===== src/hw/fpu_in_defines.svh =====
////////////////////
// sizing for the fpu input controller
// queue depth must stay a power of two with one wrap bit in the pointer
////////////////////
`ifndef FPU_IN_DEFINES_SVH
`define FPU_IN_DEFINES_SVH

////////////////////
// tag queues
////////////////////

`define FPU_INQ_DEPTH 8         // tags held per queue
`define FPU_INQ_PTR_W 4         // index bits plus the wrap bit

////////////////////
// pipe tag and bus
////////////////////

// one-hot pipe select {div, mul, add}
`define FPU_TAG_W 3

`define FPU_APB_AW 4            // byte offsets of the register block

`endif


===== src/hw/fpu_req_pkg.sv =====
////////////////////
// request header encoding as seen on the incoming request port
// only the fpop groups are decoded and every other type is dropped
////////////////////
`default_nettype none

package fpu_req_pkg;

        // the 5-bit type field is compared whole for the group
        // and split for the class check
        typedef union packed {
                logic [4:0] code;               // packet type code
                struct packed {
                        logic [3:0] cls;        // operation class
                        logic       grp;        // 0 first opcode group, 1 second
                } fields;
        } fp_type_u;

        ////////////////////
        // type codes
        ////////////////////

        localparam logic [4:0] FP_TYPE_FPOP1 = 5'h0a;   // add group, op7 set
        localparam logic [4:0] FP_TYPE_FPOP2 = 5'h0b;   // add, mul, div group, op7 clear

        localparam logic [3:0] FP_CLASS_FPOP = 4'h5;    // shared by both groups

        ////////////////////
        // opcode bits 3:2
        ////////////////////

        localparam logic [1:0] FP_OP_MUL = 2'b10;
        localparam logic [1:0] FP_OP_DIV = 2'b11;

endpackage

`default_nettype wire


===== src/hw/fpu_in_reg_pkg.sv =====
////////////////////
// APB register map of the input controller
// unmapped offsets read as zero and ignore writes
////////////////////
`default_nettype none

`include "fpu_in_defines.svh"

package fpu_in_reg_pkg;

        // offsets
        localparam logic [`FPU_APB_AW-1:0] REG_CTRL_ADDR   = 4'h0;
        localparam logic [`FPU_APB_AW-1:0] REG_STATUS_ADDR = 4'h4;

        ////////////////////
        // control register
        ////////////////////

        localparam int unsigned CTRL_PM_EN_BIT  = 0;    // pipe clock gating on
        localparam int unsigned CTRL_FWD_EN_BIT = 1;    // forward past empty queue

        localparam logic [31:0] CTRL_RESET = 32'h0000_0003;

        // status register is read only
        localparam int unsigned STATUS_MAIN_EMPTY_BIT = 0;
        localparam int unsigned STATUS_DIV_EMPTY_BIT  = 1;

endpackage

`default_nettype wire


===== src/hw/fpu_in_decode.sv =====
////////////////////
// tag appears in the cycle after the request is presented
// no back-pressure toward the sender
////////////////////
`default_nettype none

`include "fpu_in_defines.svh"

module fpu_in_decode (
        input  wire logic                  rclk,
        input  wire logic                  i_arst_n,
        input  wire logic                  i_req_rdy,
        input  wire logic                  i_req_vld,
        input  wire fpu_req_pkg::fp_type_u i_req_type,
        input  wire logic [3:2]            i_req_op,
        input  wire logic                  i_req_op7,
        output logic [`FPU_TAG_W-1:0]      o_tag,
        output logic                       o_is_div
);
        import fpu_req_pkg::*;

        logic       rdy_q;
        logic       vld_q;
        fp_type_u   type_q;
        logic [3:2] op_q;
        logic       op7_q;

        logic       pkt_ok;
        logic       grp1_hit;
        logic       grp2_hit;
        logic       add_hit;
        logic       mul_hit;
        logic       div_hit;

        ////////////////////
        // capture
        ////////////////////

        always_ff @(posedge rclk or negedge i_arst_n) begin
                if (!i_arst_n) begin
                        rdy_q <= 1'b0;          // qualifies everything below
                end else begin
                        rdy_q <= i_req_rdy;
                end
        end

        always_ff @(posedge rclk) begin
                vld_q  <= i_req_vld;
                type_q <= i_req_type;
                op_q   <= i_req_op;
                op7_q  <= i_req_op7;
        end

        ////////////////////
        // decode
        ////////////////////

        assign pkt_ok   = rdy_q & vld_q & (type_q.fields.cls == FP_CLASS_FPOP);
        assign grp1_hit = pkt_ok & (type_q.code == FP_TYPE_FPOP1) & op7_q;
        assign grp2_hit = pkt_ok & (type_q.code == FP_TYPE_FPOP2) & ~op7_q;

        assign add_hit = grp1_hit | (grp2_hit & ~op_q[3]);
        assign mul_hit = grp2_hit & (op_q == FP_OP_MUL);
        assign div_hit = grp2_hit & (op_q == FP_OP_DIV);

        assign o_tag    = {div_hit, mul_hit, add_hit};
        assign o_is_div = div_hit;     // routes the tag to the divide queue

endmodule

`default_nettype wire


===== src/hw/fpu_in_tagq.sv =====
////////////////////
// sender must never write a full queue
// head tag is combinational and includes the forward path
////////////////////
`default_nettype none

`include "fpu_in_defines.svh"

module fpu_in_tagq (
        input  wire logic                  rclk,
        input  wire logic                  i_arst_n,
        input  wire logic                  i_wr,
        input  wire logic [`FPU_TAG_W-1:0] i_wr_tag,
        input  wire logic [`FPU_TAG_W-1:0] i_step,
        input  wire logic                  i_fwd_en,
        output logic [`FPU_TAG_W-1:0]      o_head_tag,
        output logic                       o_empty
);
        localparam int IDX_W = `FPU_INQ_PTR_W - 1;

        logic [`FPU_TAG_W-1:0]     mem [`FPU_INQ_DEPTH];
        logic [`FPU_INQ_PTR_W-1:0] wr_ptr;
        logic [`FPU_INQ_PTR_W-1:0] rd_ptr;
        logic [`FPU_TAG_W-1:0]     fwd_tag;
        logic                      pop;

        ////////////////////
        // head and pop
        ////////////////////

        assign o_empty = (wr_ptr == rd_ptr);   // wrap bits equal as well

        // incoming tag is shown only when nothing older is waiting
        assign fwd_tag    = (i_fwd_en && i_wr) ? i_wr_tag : '0;
        assign o_head_tag = o_empty ? fwd_tag : mem[rd_ptr[IDX_W-1:0]];

        assign pop = |(o_head_tag & i_step);    // matching pipe took the head

        ////////////////////
        // storage
        ////////////////////

        always_ff @(posedge rclk) begin
                if (i_wr) begin
                        mem[wr_ptr[IDX_W-1:0]] <= i_wr_tag;
                end
        end

        // a forwarded tag stepped this cycle moves both pointers
        // and leaves the queue empty
        always_ff @(posedge rclk or negedge i_arst_n) begin
                if (!i_arst_n) begin
                        wr_ptr <= '0;
                        rd_ptr <= '0;
                end else begin
                        if (i_wr) begin
                                wr_ptr <= wr_ptr + 1'b1;
                        end
                        if (pop) begin
                                rd_ptr <= rd_ptr + 1'b1;
                        end
                end
        end

endmodule

`default_nettype wire


===== src/hw/fpu_in_clkgate.sv =====
////////////////////
// enables are active low and stay active until the first edge after reset
////////////////////
`default_nettype none

`include "fpu_in_defines.svh"

module fpu_in_clkgate (
        input  wire logic                  rclk,
        input  wire logic                  i_arst_n,
        input  wire logic [`FPU_TAG_W-1:0] i_req,
        input  wire logic [`FPU_TAG_W-1:0] i_pipe_active,
        input  wire logic                  i_pm_en,
        output logic [`FPU_TAG_W-1:0]      o_clken_l
);
        logic [`FPU_TAG_W-1:0] req_q;          // request one cycle back
        logic                  rst_hold_q;
        logic                  force_on;

        always_ff @(posedge rclk or negedge i_arst_n) begin
                if (!i_arst_n) begin
                        req_q      <= '0;
                        rst_hold_q <= 1'b1;
                end else begin
                        req_q      <= i_req;
                        rst_hold_q <= 1'b0;
                end
        end

        assign force_on = ~i_pm_en | rst_hold_q;       // gating off or leaving reset

        // per pipe: busy, requested now, or requested last cycle
        assign o_clken_l = ~(i_pipe_active | i_req | req_q | {`FPU_TAG_W{force_on}});

endmodule

`default_nettype wire


===== src/hw/fpu_in_regs.sv =====
////////////////////
// APB slave with no wait states and no error response
// read data is driven combinationally while psel is high
////////////////////
`default_nettype none

`include "fpu_in_defines.svh"

module fpu_in_regs (
        input  wire logic                   rclk,
        input  wire logic                   i_arst_n,
        input  wire logic                   i_psel,
        input  wire logic                   i_penable,
        input  wire logic                   i_pwrite,
        input  wire logic [`FPU_APB_AW-1:0] i_paddr,
        input  wire logic [31:0]            i_pwdata,
        input  wire logic                   i_main_empty,
        input  wire logic                   i_div_empty,
        output logic [31:0]                 o_prdata,
        output logic                        o_pm_en,
        output logic                        o_fwd_en
);
        import fpu_in_reg_pkg::*;

        logic pm_en_q;
        logic fwd_en_q;
        logic ctrl_wr;
        logic rd_sel;

        ////////////////////
        // access decode
        ////////////////////

        // writes land at the edge ending the access phase
        assign ctrl_wr = i_psel & i_penable & i_pwrite & (i_paddr == REG_CTRL_ADDR);
        assign rd_sel  = i_psel & ~i_pwrite;

        always_ff @(posedge rclk or negedge i_arst_n) begin
                if (!i_arst_n) begin
                        pm_en_q  <= CTRL_RESET[CTRL_PM_EN_BIT];
                        fwd_en_q <= CTRL_RESET[CTRL_FWD_EN_BIT];
                end else if (ctrl_wr) begin
                        pm_en_q  <= i_pwdata[CTRL_PM_EN_BIT];
                        fwd_en_q <= i_pwdata[CTRL_FWD_EN_BIT];
                end
        end

        ////////////////////
        // read back
        ////////////////////

        always_comb begin
                o_prdata = '0;
                if (rd_sel) begin
                        case (i_paddr)
                        REG_CTRL_ADDR: begin
                                o_prdata[CTRL_PM_EN_BIT]  = pm_en_q;
                                o_prdata[CTRL_FWD_EN_BIT] = fwd_en_q;
                        end
                        REG_STATUS_ADDR: begin
                                // live flags, not sampled
                                o_prdata[STATUS_MAIN_EMPTY_BIT] = i_main_empty;
                                o_prdata[STATUS_DIV_EMPTY_BIT]  = i_div_empty;
                        end
                        default: begin
                                o_prdata = '0;
                        end
                        endcase
                end
        end

        assign o_pm_en  = pm_en_q;
        assign o_fwd_en = fwd_en_q;

endmodule

`default_nettype wire


===== src/hw/fpu_in_top.sv =====
////////////////////
// request outputs stay high until the matching pipe steps
// add and mul share one queue and divide has its own
////////////////////
`default_nettype none

`include "fpu_in_defines.svh"

module fpu_in_top (
        input  wire logic                   rclk,
        input  wire logic                   i_arst_n,
        input  wire logic                   i_req_rdy,
        input  wire logic                   i_req_vld,
        input  wire fpu_req_pkg::fp_type_u  i_req_type,
        input  wire logic [3:2]             i_req_op,
        input  wire logic                   i_req_op7,
        input  wire logic                   i_a1stg_step,       // add pipe load
        input  wire logic                   i_m1stg_step,       // mul pipe load
        input  wire logic                   i_d1stg_step,       // div pipe load
        input  wire logic                   i_add_pipe_active,
        input  wire logic                   i_mul_pipe_active,
        input  wire logic                   i_div_pipe_active,
        input  wire logic                   i_psel,
        input  wire logic                   i_penable,
        input  wire logic                   i_pwrite,
        input  wire logic [`FPU_APB_AW-1:0] i_paddr,
        input  wire logic [31:0]            i_pwdata,
        output logic [31:0]                 o_prdata,
        output logic                        o_inq_add,
        output logic                        o_inq_mul,
        output logic                        o_inq_div,
        output logic                        o_fadd_clken_l,
        output logic                        o_fmul_clken_l,
        output logic                        o_fdiv_clken_l
);
        logic [`FPU_TAG_W-1:0] dec_tag;
        logic                  dec_is_div;
        logic                  main_wr;
        logic                  div_wr;
        logic [`FPU_TAG_W-1:0] step_vec;
        logic [`FPU_TAG_W-1:0] main_head;
        logic [`FPU_TAG_W-1:0] div_head;
        logic                  main_empty;
        logic                  div_empty;
        logic [`FPU_TAG_W-1:0] inq_req;
        logic [`FPU_TAG_W-1:0] active_vec;
        logic [`FPU_TAG_W-1:0] clken_l;
        logic                  pm_en;
        logic                  fwd_en;

        fpu_in_decode u_decode (
                .rclk       (rclk),
                .i_arst_n   (i_arst_n),
                .i_req_rdy  (i_req_rdy),
                .i_req_vld  (i_req_vld),
                .i_req_type (i_req_type),
                .i_req_op   (i_req_op),
                .i_req_op7  (i_req_op7),
                .o_tag      (dec_tag),
                .o_is_div   (dec_is_div)
        );

        ////////////////////
        // tag queues
        ////////////////////

        assign main_wr  = (|dec_tag) & ~dec_is_div;
        assign div_wr   = dec_is_div;
        assign step_vec = {i_d1stg_step, i_m1stg_step, i_a1stg_step};

        fpu_in_tagq u_main_q (
                .rclk       (rclk),
                .i_arst_n   (i_arst_n),
                .i_wr       (main_wr),
                .i_wr_tag   (dec_tag),
                .i_step     (step_vec),
                .i_fwd_en   (fwd_en),
                .o_head_tag (main_head),
                .o_empty    (main_empty)
        );

        fpu_in_tagq u_div_q (
                .rclk       (rclk),
                .i_arst_n   (i_arst_n),
                .i_wr       (div_wr),
                .i_wr_tag   (dec_tag),
                .i_step     (step_vec),
                .i_fwd_en   (fwd_en),
                .o_head_tag (div_head),
                .o_empty    (div_empty)
        );

        // heads never overlap since each queue holds its own pipes
        assign inq_req   = main_head | div_head;
        assign o_inq_add = inq_req[0];
        assign o_inq_mul = inq_req[1];
        assign o_inq_div = inq_req[2];

        ////////////////////
        // clocks and registers
        ////////////////////

        assign active_vec = {i_div_pipe_active, i_mul_pipe_active, i_add_pipe_active};

        fpu_in_clkgate u_clkgate (
                .rclk          (rclk),
                .i_arst_n      (i_arst_n),
                .i_req         (inq_req),
                .i_pipe_active (active_vec),
                .i_pm_en       (pm_en),
                .o_clken_l     (clken_l)
        );

        assign o_fadd_clken_l = clken_l[0];
        assign o_fmul_clken_l = clken_l[1];
        assign o_fdiv_clken_l = clken_l[2];

        fpu_in_regs u_regs (
                .rclk         (rclk),
                .i_arst_n     (i_arst_n),
                .i_psel       (i_psel),
                .i_penable    (i_penable),
                .i_pwrite     (i_pwrite),
                .i_paddr      (i_paddr),
                .i_pwdata     (i_pwdata),
                .i_main_empty (main_empty),
                .i_div_empty  (div_empty),
                .o_prdata     (o_prdata),
                .o_pm_en      (pm_en),
                .o_fwd_en     (fwd_en)
        );

endmodule

`default_nettype wire


===== config.mk =====
export PLATFORM = sky130hd
export DESIGN_NAME = fpu_in_top
export DESIGN_NICKNAME = d
export VERILOG_FILES = /design/src/hw/fpu_req_pkg.sv /design/src/hw/fpu_in_reg_pkg.sv /design/src/hw/fpu_in_decode.sv /design/src/hw/fpu_in_tagq.sv /design/src/hw/fpu_in_clkgate.sv /design/src/hw/fpu_in_regs.sv /design/src/hw/fpu_in_top.sv
export VERILOG_INCLUDE_DIRS = /design/src /design/src/hw
export SDC_FILE = /design/constraint.sdc
export NUM_CORES = 1
export LEC_CHECK = 0
export ABC_AREA = 1
export BUFFER_PORTS_ARGS = -buffer_cell sky130_fd_sc_hd__buf_4
export CAP_MARGIN = 15
export CORE_MARGIN = 2
export CORE_UTILIZATION = 50
export CTS_BUF_LIST = sky130_fd_sc_hd__clkbuf_4 sky130_fd_sc_hd__clkbuf_8
export CTS_CLUSTER_SIZE = 8
export DETAILED_ROUTE_END_ITERATION = 16
export PLACE_DENSITY = 0.8
export SLEW_MARGIN = 20
export SYNTH_ARGS = -nofsm -noshare
export SYNTH_HDL_FRONTEND = slang
export SYNTH_HIERARCHICAL = 1
export SYNTH_SLANG_ARGS = --single-unit
export TNS_END_PERCENT = 10

===== constraint.sdc =====
create_clock -name rclk -period 4.23 [get_ports rclk]
set_input_delay 1.0575 -clock rclk [delete_from_list [all_inputs] [get_ports rclk]]
set_output_delay 1.0575 -clock rclk [all_outputs]
set_load 0.005 [all_outputs]

==> results of run 1 <==
[logic make-up after synthesis]
kind of cell	after synthesis	share of synthesized area
other cells	2	0.00177
xor+xnor	10	0.0206
flops	80	0.518
simple gates	248	0.296
compound gates	10	0.0127
fa+ha+maj	4	0.0118
buf+inv	107	0.140
[layout by cell type, fill, tap and decap left out, drive strengths merged]
cell type and count:
ha 4, o21ai 6, nand3 43, or2 4
nand4 16, clkbuf 10, inv 63, a21oi 4
clkinv 3, nor2 40, dfstp 3, clkinvlp 2
buf 38, edfxtp 48, xor2 10, dfxtp 9
conb 31, nand2 145, dfrtp 20
[metal layers]
metal,global-route usage,up-vias,share of wire
met3,0.0305,17,0.047
met5,0,-,0
met4,0.0786,0,0.019
li1,-,1460,-
met1,0.220,1417,0.43
met2,0.306,88,0.51
[worst reg2reg max path: cells and delay by family, from the launching register on]
kind,cells,cell delay (ps)
simple gates,5,830
buf+inv,4,560
flops,1,330
compound gates,1,260
[layout make-up]
class	instances	area share
Sequential cell	80	0.478
Multi-Input combinational cell	303	0.340
Tap cell	105	0.0286
Inverter	62	0.0517
Clock buffer	10	0.0299
Timing Repair Buffer	38	0.0620
Clock inverter	6	0.00925
[metrics by stage]
step | cell area [µm²] | hold slack, ps | cells | power (mW) | util
2_1_floorplan | 4360 | 463 | 490 | 1.86 | -
3_3_place_gp | 4420 | 483 | 588 | 1.98 | 0.538
3_5_place_dp | 4420 | 487 | 588 | 2.01 | 0.538
4_1_cts | 4600 | 500 | 604 | 2.52 | 0.560
5_1_grt | 4600 | 529 | 604 | 2.69 | 0.560
6_report | 4600 | 495 | 604 | 2.51 | 0.560
[flip-flops by register name, indices dropped and copies added, names as in the netlist]
signal                flops
u_main_q/wr_ptr           4
u_regs/o_pm_en            1
u_main_q/mem             24
u_div_q/wr_ptr            4
u_clkgate/rst_hold_q      1
u_decode/op7_q            1
u_div_q/rd_ptr            4
u_decode/vld_q            1
u_decode/op_q             2
u_clkgate/req_q           3
u_main_q/rd_ptr           4
u_div_q/mem              24
u_regs/o_fwd_en           1
u_decode/rdy_q            1
u_decode/type_q           5
[worst max-delay path by stage]
stage | startpoint | to | slack (ps) | cells past startpoint
floorplan | u_decode/rdy_q$_DFF_PN0_ | o_fadd_clken_l | 1360 | 16
global placement | u_decode/rdy_q$_DFF_PN0_ | o_fdiv_clken_l | 1050 | 16
detailed placement | u_decode/type_q[3]$_DFF_P_ | o_fadd_clken_l | 1020 | 16
CTS | u_decode/rdy_q$_DFF_PN0_ | o_fdiv_clken_l | 610 | 16
global route | u_decode/op7_q$_DFF_P_ | o_fadd_clken_l | 300 | 17
finish | u_decode/type_q[3]$_DFF_P_ | o_fdiv_clken_l | 630 | 16
[power groups by stage]
stage | clock, mW | sequential, mW | combinational [mW]
5_1_grt | 0.552 | 1.04 | 1.10
3_3_place_gp | 0 | 1.04 | 0.942
6_report | 0.504 | 1.03 | 0.979
2_1_floorplan | 0 | 0.937 | 0.928
4_1_cts | 0.518 | 1.02 | 0.982
3_5_place_dp | 0 | 1.04 | 0.974
==> summary by stage, run 1 <==
Worst setup path
The signal on the critical path passes through inv_1 -> nor2_1 -> nand3_1 -> nor2_1 -> buf_4 -> inv_1 -> a21oi_1 -> nand2_1 -> inv_1 -> nand4_1 -> nand2_2 -> or2_1 -> nor2_1 -> nand2_1 -> nor2_1 -> buf_4. The data required time at the worst endpoint is 3170 ps. On the critical path the largest part of the delay comes from simple AND/OR/NAND/NOR gates. Across all register-to-register paths, the minimum setup slack is 1930 ps. In this design, the stage delay of the slowest critical-path cell is roughly 330 ps. STA classifies the critical path startpoint as a flip-flop. The depth of the worst register-to-register path is 10.

Data arrives at the worst endpoint at 2540 ps. The most frequent cell on the critical path is nor2_1. The maximum fanout count along the critical path is 19. The critical path is of the flip-flop to output pin type. The critical path endpoint category is an output pin.

The terminus of the critical flop-to-flop path is u_main_q/mem[7][0]$_DFFE_PP_. Counting both buffers and inverters, the worst setup path holds a total of 5. The worst register-to-register path begins at u_decode/type_q[3]$_DFF_P_. The worst-path cell with the longest stage delay is dfxtp_1.

Route
In this run, the number of DRC markers left after iteration 0 of detailed routing was between 100 and 150. The average wire per standard cell is 12.6 µm. The number of detailed-route iterations in the first pass is 4. The number of DRC violations after detailed routing is 0. The aggregate routed wire length is roughly 7600 µm. Across all layers, the routed design uses 2982 vias. Using the TritonRoute via totals, the vias-per-cell ratio works out to roughly 5. The remaining antenna violation count is 0.

Synth
The most used flip-flop cell after synthesis is edfxtp_1. The area share of the largest cell type after synthesis is 0.339. Synthesis produced 461 cells. Yosys mapped a number of flops with a built-in enable equal to 48. The most instantiated library cell after synthesis is nand2_1. The count of distinct cell types in the synthesized netlist is 29. After synthesis the cells add up to 4250 µm².

The commonest cells after synthesis are 121 x nand2_1, 54 x inv_1, 48 x edfxtp_1, 37 x buf_4, 35 x nand3_1. Sorting the synthesized cells by area gives the leading types as edfxtp_1 34%, dfrtp_1 12%, nand2_1 11%, buf_4 6.5%, inv_1 4.8%. During synthesis, Yosys emitted a total of 6 warnings. After synthesis the netlist holds a flip-flop and latch count of 80. The biggest area consumer among synthesized cells is edfxtp_1. The synthesized area divided by synthesized cell count is 9.22 µm². The async set or reset register ratio after synthesis is 0.288. The share of the Yosys chip area taken by registers is 0.518.

STA
The final number of max-transition violations came to 0. Setup violations remaining at the end of the flow were counted as 0. Between clock sinks in the finished design, the worst skew comes to around 6.6 ps.

Measured against its own limit, the worst slew margin works out to 0.568. The time the worst path needs with I/O delays and setup is 3600 ps. At the pin with the least slew margin, the transition time is 648 ps. The final critical-path share of the clock period is 0.851.

The sum of negative setup slack is 0 ps. The final number of hold-violating endpoints is 0. For this run, the top clock speed supported by timing is 278 MHz.

In the post-route analysis, the smallest setup slack over all paths is about 630 ps. Setup repair after global routing left no endpoint under its margin.

Floorplanning
The die boundary height is 96.2 µm. In this run the horizontal extent of the chip is 96.2 µm. The initial core utilization is 0.517.

The area enclosed by the die boundary is 9250 µm². The area inside the core boundary is 8220 µm². The boundary pin count is 95. The site row count is 33.

Power
The combinational fraction of design power is 0.390. For this design the total switching power over the nets is 1.02 mW. The reported leakage power is 2.19 nW.

IR analysis of the VDD net gives a maximum drop of ~0.00023 V. The areal power density over the cells is 545 nW/µm². The sequential fraction of design power is 0.409. Of the total power, the share spent switching nets is 0.406. Of the total power, the clock network draws 0.201. Internal power comes to 1.49 mW.

CTS
Counting every sink on the clock net gives 80. The number of hold buffers added after CTS was 0. The clock tree synthesis step divided the H-tree into 3 levels. The root buffer cell chosen for the clock tree is clkbuf_8. In this run, CTS created clock tree buffers numbering 9. TritonCTS built the clock tree. The largest buffer count on any clock path is 2. The post-CTS clock slew at the launch and capture registers of the worst setup and hold paths is 80 ps. The insertion delay of the later-clocked pin in the worst-skew pair is 340 ps. The number of instances resized during post-cts repair is 0. The buffers inserted during post-CTS setup optimization is 0.

Outcome
The flow ran to the end, and the final reports show no timing, DRC or antenna violations.

GRT
The pin count of the biggest net entering global routing is 26. The total routing usage reported by global routing is 0.178. The number of global-route vias before repair is around 2.8k. The total congestion overflow after global routing is 0. The initial antenna violation count was 0. The first global-routing pass estimated 12400 µm of wire.

Finish
Of the cells placed in the final design, the portion with a size suffix greater than 1 is 0.208. The area occupied by multi-input gates is 1570 µm². Registers take 2200 µm². The area growth from synthesis to final layout is 8.24%. The count of inserted antenna diode cells is 0. The count of filler cells inserted in the layout is 716. For this run, the post-layout net count is 555.

Place
The count of buffers inserted at the top-level ports is 34. The post-placement worst setup slack is 1020 ps. Summed over all nets, the half-perimeter wirelength after detailed placement is between 5000 and 6000 µm. The congestion estimate from routability-driven global placement came to 0.853.

Min path
The end point of the worst hold path is u_regs/o_pm_en$_DFFE_PN1P_. The startpoint identified for the worst hold timing path is u_regs/o_pm_en$_DFFE_PN1P_. Counting instances, the worst hold path has a depth of 2.

In this run the worst hold path is classified as flip-flop to flip-flop.

Run
The number of max-cap violations is 0.
(Power assumes the default switching activity.)
==> run 2: changes to the inputs <==
--- a/config.mk
+++ b/config.mk
@@ -9,12 +9,15 @@
 export ABC_AREA = 1
 export BUFFER_PORTS_ARGS = -buffer_cell sky130_fd_sc_hd__buf_4
 export CAP_MARGIN = 15
+export CELL_PAD_IN_SITES_DETAIL_PLACEMENT = 1
+export CELL_PAD_IN_SITES_GLOBAL_PLACEMENT = 2
 export CORE_MARGIN = 2
-export CORE_UTILIZATION = 50
+export CORE_UTILIZATION = 36
 export CTS_BUF_LIST = sky130_fd_sc_hd__clkbuf_4 sky130_fd_sc_hd__clkbuf_8
 export CTS_CLUSTER_SIZE = 8
 export DETAILED_ROUTE_END_ITERATION = 16
-export PLACE_DENSITY = 0.8
+export PLACE_DENSITY = 0.92
+export RECOVER_POWER = 25
 export SLEW_MARGIN = 20
 export SYNTH_ARGS = -nofsm -noshare
 export SYNTH_HDL_FRONTEND = slang
==> summary by stage, run 2 (synthesis results as in run 1) <==
Route
The aggregate routed wire length is 9110 µm (was 7630 µm). The iteration-0 DRC count of the detailed router was 125 (was 149). The number of detailed-route iterations in the first pass is 4 (unchanged). The average wire per standard cell is 14.2 µm (was 12.6 µm). The number of DRC violations after detailed routing is 0 (unchanged). The total number of vias is 3021 (was 2982). The average via count per standard cell is 4.71 (was 4.94). The remaining antenna violation count was 0 (unchanged).

CTS
The insertion delay of the later-clocked pin in the worst-skew pair came to 370 ps (was 340 ps). The largest buffer count on any clock path was 2 (unchanged). The hold buffer count at cts is 0 (unchanged). The total clock buffers created by CTS came to 9 (unchanged). The number of H-tree branching levels came to 3 (unchanged).

The cell chosen for the clock root is clkbuf_8 (unchanged). The buffers inserted during post-CTS setup optimization is 0 (unchanged). The number of instances resized during post-cts repair was 0 (unchanged). The total clock sinks is 80 (unchanged). The TritonCTS clock tree is done (unchanged).

The post-CTS clock slew at the launch and capture registers of the worst setup and hold paths was 80 ps (about the same).

Floorplanning
The overall die width is 113 µm (was 96.2 µm). The initial core utilization is 0.371 (was 0.517). The site row count was 39 (was 33). The area enclosed by the die boundary came to 12700 µm² (was 9250 µm²).

The boundary pin count is 95 (unchanged). The die boundary height came to 113 µm (was 96.2 µm). The area inside the core boundary is 11500 µm² (was 8220 µm²).

Run
The number of max-cap violations is 0 (unchanged).

Finish
The area growth from synthesis to final layout is 9.57% (was 8.24%). The most common cell after layout, fill and taps aside is nand2_1 (unchanged). Commonest cells after routing, fill and taps aside: 121 x nand2_1, 54 x inv_1, 48 x edfxtp_1, 35 x nand3_1, 34 x nor2_1 (was 121 x nand2_1, 54 x inv_1, 48 x edfxtp_1, 38 x buf_4, 35 x nand3_1). The count of inserted antenna diode cells is 0 (unchanged). The count of nets after finishing is 555 (unchanged).

The count of filler cells inserted in the layout was 1356 (was 716). The post-route non-filler standard cell count is 642 (was 604). The fraction of final layout cells with drive strength greater than 1 was 0.204 (was 0.208). The area of all placed cells without fillers is 4660 µm² (was 4600 µm²).

STA
The transition time at the pin with the least slew margin is 1410 ps (was 648 ps). The worst slew slack as a fraction of its limit is 0.0573 (was 0.568). The final critical-path share of the clock period is 0.878 (was 0.851). The final number of max-transition violations is 0 (unchanged). The maximum clock skew at final layout is 13.0 ps (was 6.61 ps). The total setup violations reported at the end of the flow is 0 (unchanged). The maximum frequency from static timing analysis is 269 MHz (was 278 MHz). The final number of hold-violating endpoints came to 0 (unchanged). The time the worst path needs with I/O delays and setup is 3720 ps (was 3600 ps).

The sum of negative setup slack was 0 ps (unchanged). RSZ-0062 raised after global routing: false (unchanged).

Power
The total power was 2.61 mW (was 2.51 mW). The maximum resistive drop on vdd came to 0.000287 V (was 0.000225 V). The reported leakage power is 2.19 nW (about the same). The areal power density over the cells came to 560 nW/µm² (was 545 nW/µm²).

GRT
The total routing usage reported by global routing is 0.153 (was 0.178). The number of global-route vias before repair came to 3103 (was 2790). The total congestion overflow after global routing came to 0 (unchanged).

The first-pass GRT wire length is 15100 µm (was 12400 µm). The pin count of the biggest net entering global routing is 26 (unchanged). The initial antenna violation count is 0 (unchanged).

Outcome
Run status: completed (unchanged).

Worst setup path
The type of the setup path with the least slack was flip-flop to output pin (unchanged). The delay contributed by the slowest stage of the critical path is 730 ps (was 330 ps). Cells traversed along the worst timing path: inv_1 -> or2_1 -> a21oi_2 -> clkbuf_1 -> nand4_1 -> nand2_2 -> or2_1 -> nor2_1 -> nand2_1 -> nor2_1 -> buf_4 (was inv_1 -> nor2_1 -> nand3_1 -> nor2_1 -> buf_4 -> inv_1 -> a21oi_1 -> nand2_1 -> inv_1 -> nand4_1 -> nand2_2 -> or2_1 -> nor2_1 -> nand2_1 -> nor2_1 -> buf_4).

The arrival time at the worst endpoint was 2660 ps (was 2540 ps). The worst-path cell with the longest stage delay was clkbuf_1 (was dfxtp_1). The critical path endpoint category is an output pin (unchanged).

The sort of element at the start of the critical path is a flip-flop (unchanged). The data required time at the worst endpoint is 3170 ps (about the same). The maximum fanout count along the critical path is 18 (was 19).

Min path
The path type of the worst min-delay path is flip-flop to flip-flop (unchanged).

Place
The placed wire-length estimate after detailed placement is 6620 µm (was 5460 µm). The total cell area at the placement stage is 4470 µm² (was 4420 µm²). The weighted congestion at the end of routability-driven global placement is 0.742 (was 0.853).

The count of buffers inserted at the top-level ports is 34 (unchanged). The instance count after placement with tap cells included is 626 (was 588).
-- run 2: cell types whose count changed in the layout (fill, tap and decap cells not counted), sizes merged --
cell,delta
clkinvlp,-1
clkbuf,+12
bufinv,+1
clkinv,-1
buf,-12
inv,+1
-- run 2: layer usage --
metal	up-vias	GRT usage	share of wire
met4	0	0.0504	0.014
met5	-	0	0
met3	10	0.0367	0.041
met1	1492	0.189	0.44
met2	56	0.264	0.50
li1	1463	-	-
-- run 2: power by group --
part | internal (mW) | switching [mW] | leakage (nW)
Sequential | 0.887 | 0.149 | 0.779
Combinational | 0.373 | 0.627 | 1.31
Clock | 0.281 | 0.290 | 0.100
-- run 2: area by class of cell --
class / instances / area (µm²) / share of cell area
Clock inverter: 6 / 65.1 / 0.0140
Multi-Input combinational cell: 303 / 1570 / 0.336
Tap cell: 143 / 179 / 0.0384
Sequential cell: 80 / 2200 / 0.473
Timing Repair Buffer: 38 / 278 / 0.0596
Clock buffer: 10 / 131 / 0.0282
Inverter: 62 / 238 / 0.0510
-- run 2: through the flow --
stage | setup slack [ps] | utilization | hold WS (ps)
4_1_cts | 544 | 0.407 | 510
2_1_floorplan | 1360 | - | 463
6_report | 515 | 0.406 | 507
3_5_place_dp | 955 | 0.390 | 498
5_1_grt | 219 | 0.406 | 528
3_3_place_gp | 1020 | 0.390 | 480
-- run 2: path summary, 6_finish.rpt --
path                       depth (start not counted)                            from  slack, ps                             end
min in group asynchronous                          1                        i_arst_n       1000   u_div_q/wr_ptr[3]$_DFFE_PN0P_
max in group asynchronous                          1                        i_arst_n       2390  u_main_q/wr_ptr[2]$_DFFE_PN0P_
max reg2reg                                        9        u_decode/rdy_q$_DFF_PN0_       1890    u_main_q/mem[7][0]$_DFFE_PP_
max                                               11          u_decode/op7_q$_DFF_P_        510                  o_fadd_clken_l
min reg2reg                                        1  u_main_q/wr_ptr[3]$_DFFE_PN0P_        510  u_main_q/wr_ptr[3]$_DFFE_PN0P_
min                                                1  u_main_q/wr_ptr[3]$_DFFE_PN0P_        510  u_main_q/wr_ptr[3]$_DFFE_PN0P_
-- run 2: worst max-delay path, delay by kind of cell (launching register included) --
family / cells / cell delay, ps
and+or+nand+nor: 7 / 900
buffers and inverters: 3 / 910
DFF: 1 / 320
AOI/OAI and AO/OA: 1 / 160
==> run 3: changes to the inputs <==
==> constraint.sdc (replaced) <==
create_clock -name rclk -period 4.5 [get_ports rclk]
set_input_delay 1.125 -clock rclk [delete_from_list [all_inputs] [get_ports rclk]]
set_output_delay 1.125 -clock rclk [all_outputs]
set_load 0.005 [all_outputs]
==> summary by stage, run 3 (synthesis results as in run 1) <==
CTS
The buffers inserted during post-CTS setup optimization is 0 (unchanged). The largest buffer count on any clock path is 2 (unchanged). The post-CTS clock slew at the launch and capture registers of the worst setup and hold paths is 90 ps (was 80 ps). The number of instances resized during post-cts repair was 0 (unchanged).

The cell chosen for the clock root was clkbuf_8 (unchanged). The TritonCTS clock tree is done (unchanged). The total clock buffers created by CTS is 9 (unchanged). The total clock sinks is 80 (unchanged). The number of H-tree branching levels is 3 (unchanged). The insertion delay of the later-clocked pin in the worst-skew pair was 380 ps (was 370 ps). The hold buffer count at cts is 0 (unchanged).

Floorplanning
The overall die width was 113 µm (unchanged). The area inside the core boundary came to 11500 µm² (unchanged). The site row count is 39 (unchanged). The die boundary height is 113 µm (unchanged). The area enclosed by the die boundary is 12700 µm² (unchanged). The initial core utilization is 0.371 (unchanged). The boundary pin count came to 95 (unchanged).

STA
The sum of negative setup slack came to 0 ps (unchanged). The total setup violations reported at the end of the flow came to 0 (unchanged). The final number of hold-violating endpoints came to 0 (unchanged).

RSZ-0062 raised after global routing: false (unchanged). Counting I/O delays and the setup requirement, the final critical path takes 4090 ps. The final critical-path share of the clock period is 0.909. The minimum setup slack in the final design is 411 ps (was 515 ps). The maximum clock skew at final layout is 10.7 ps (was 13.0 ps).

The final number of max-transition violations is 0 (unchanged). The transition time at the pin with the least slew margin came to 1410 ps (about the same). For this run, the top clock speed supported by timing is 245 MHz. The worst slew slack as a fraction of its limit came to 0.0608 (was 0.0573).

Route
The number of DRC violations after detailed routing is 0 (unchanged). The remaining antenna violation count is 0 (unchanged). The average wire per standard cell is 14.2 µm (about the same). The aggregate routed wire length is 9110 µm (about the same). The average via count per standard cell is 4.66 (was 4.71). The number of detailed-route iterations in the first pass was 4 (unchanged). The total number of vias is 2985 (was 3021). The iteration-0 DRC count of the detailed router is 92 (was 125).

Outcome
Run status: completed (unchanged).

Worst setup path
The critical register-to-register path startpoint is u_decode/type_q[2]$_DFF_P_ (was u_decode/rdy_q$_DFF_PN0_). The maximum fanout count along the critical path is 7 (was 18). The critical path endpoint category was an output pin (unchanged). The startpoint of the most critical setup path is u_decode/type_q[2]$_DFF_P_ (was u_decode/op7_q$_DFF_P_). The sort of element at the start of the critical path was a flip-flop (unchanged). The arrival time at the worst endpoint is 2960 ps (was 2660 ps).

The data required time at the worst endpoint is 3380 ps (was 3170 ps). The type of the setup path with the least slack is flip-flop to output pin (unchanged).

Power
The sequential fraction of design power was 0.393 (was 0.397). The combinational fraction of design power is 0.379 (was 0.384). The net switching component of the power was 1.02 mW (was 1.07 mW). The internal power summed over all cells was 1.45 mW (was 1.54 mW).

The areal power density over the cells is 531 nW/µm² (was 560 nW/µm²). The clock network fraction of total power was 0.228 (was 0.219). The reported leakage power is 2.20 nW (was 2.19 nW). The share of total power consumed by net switching was 0.413 (was 0.409). The total power is 2.47 mW (was 2.61 mW). The maximum resistive drop on vdd was 0.000267 V (was 0.000287 V).

GRT
The pin count of the biggest net entering global routing is 24 (was 26). The number of global-route vias before repair came to 3099 (was 3103). The total routing usage reported by global routing is 0.154 (was 0.153).

The initial antenna violation count was 0 (unchanged). The total congestion overflow after global routing is 0 (unchanged). The first-pass GRT wire length is 15200 µm (was 15100 µm).

Place
The weighted congestion at the end of routability-driven global placement is 0.754 (was 0.742). The post-placement worst setup slack is 738 ps (was 955 ps). The count of buffers inserted at the top-level ports is 34 (unchanged). The instance count after placement with tap cells included is 625 (was 626).

The placed wire-length estimate after detailed placement is 6610 µm (was 6620 µm).

Finish
Commonest cells after routing, fill and taps aside: 121 x nand2_1, 54 x inv_1, 48 x edfxtp_1, 35 x nand3_1, 34 x nor2_1 (unchanged). The area growth from synthesis to final layout was 9.66% (was 9.57%). The count of filler cells inserted in the layout is 1350 (was 1356).

The most common cell after layout, fill and taps aside is nand2_1 (unchanged). The count of inserted antenna diode cells was 0 (unchanged). The post-route non-filler standard cell count is 641 (was 642). The count of nets after finishing is 554 (was 555). The fraction of final layout cells with drive strength greater than 1 is 0.203 (was 0.204).

Min path
The path type of the worst min-delay path is flip-flop to flip-flop (unchanged). The worst hold path startpoint is u_div_q/wr_ptr[3]$_DFFE_PN0P_ (was u_main_q/wr_ptr[3]$_DFFE_PN0P_).

Run
The number of max-cap violations came to 0 (unchanged).
run 3: cell types whose count changed in the layout (fill, tap and decap cells not counted):
cell / delta
a21oi_2: -1
clkbuf_4: -1
clkinv_4: +1
clkbuf_1: -1
inv_8: +1
a21oi_1: +1
inv_6: +1
clkinv_2: -2
run 3: power by group through the flow:
stage,Combinational (mW),Sequential (mW),Clock (mW)
floorplan,0.870,0.881,0
global placement,0.909,0.982,0
detailed placement,0.949,0.989,0
CTS,0.955,0.974,0.582
global route,1.05,0.993,0.614
finish,0.938,0.973,0.563
run 3: final cells by class:
type                            count  area [µm²]  share of cell area
Sequential cell                    80        2200               0.472
Multi-Input combinational cell    303        1560               0.335
Timing Repair Buffer               37         274              0.0588
Inverter                           62         238              0.0510
Tap cell                          143         179              0.0384
Clock buffer                        9         124              0.0266
Clock inverter                      7        83.8              0.0180
run 3: per-stage QoR:
step	util	hold slack, ps	area [µm²]
detailed placement	0.389	484	4460
finish	0.406	501	4660
CTS	0.407	502	4670
floorplan	-	463	4360
global placement	0.389	481	4460
global route	0.406	509	4660
run 3: layer usage:
layer | up-vias | routed length [µm] | share of wire | GRT usage
li1 | 1461 | - | - | -
met4 | 0 | 195 | 0.021 | 0.0683
met5 | - | 0 | 0 | 0
met1 | 1454 | 3980 | 0.44 | 0.187
met3 | 13 | 312 | 0.034 | 0.0270
met2 | 57 | 4620 | 0.51 | 0.267
run 3: final timing paths:
check,to,slack [ps],cells after the start
hold reg to reg,u_div_q/wr_ptr[3]$_DFFE_PN0P_,500,1
setup reg to reg,u_main_q/mem[7][2]$_DFFE_PP_,1800,9
min in group asynchronous,u_div_q/rd_ptr[2]$_DFFE_PN0P_,1050,1
max in group asynchronous,u_main_q/wr_ptr[2]$_DFFE_PN0P_,2610,1
setup / recovery,o_fadd_clken_l,410,16
hold / removal,u_div_q/wr_ptr[3]$_DFFE_PN0P_,500,1
run 3: worst max-delay path: stages (launching register included):
cell	delay, ps
dfxtp_1	310
inv_1	40
nand2_1	50
nor2_1	120
nand3_1	110
nor2_1	340
nor2_1	80
a21oi_1	600
nand2_1	110
inv_1	110
nand4_1	120
nand2_2	130
or2_1	170
nor2_1	70
nand2_1	70
nor2_1	40
buf_4	130
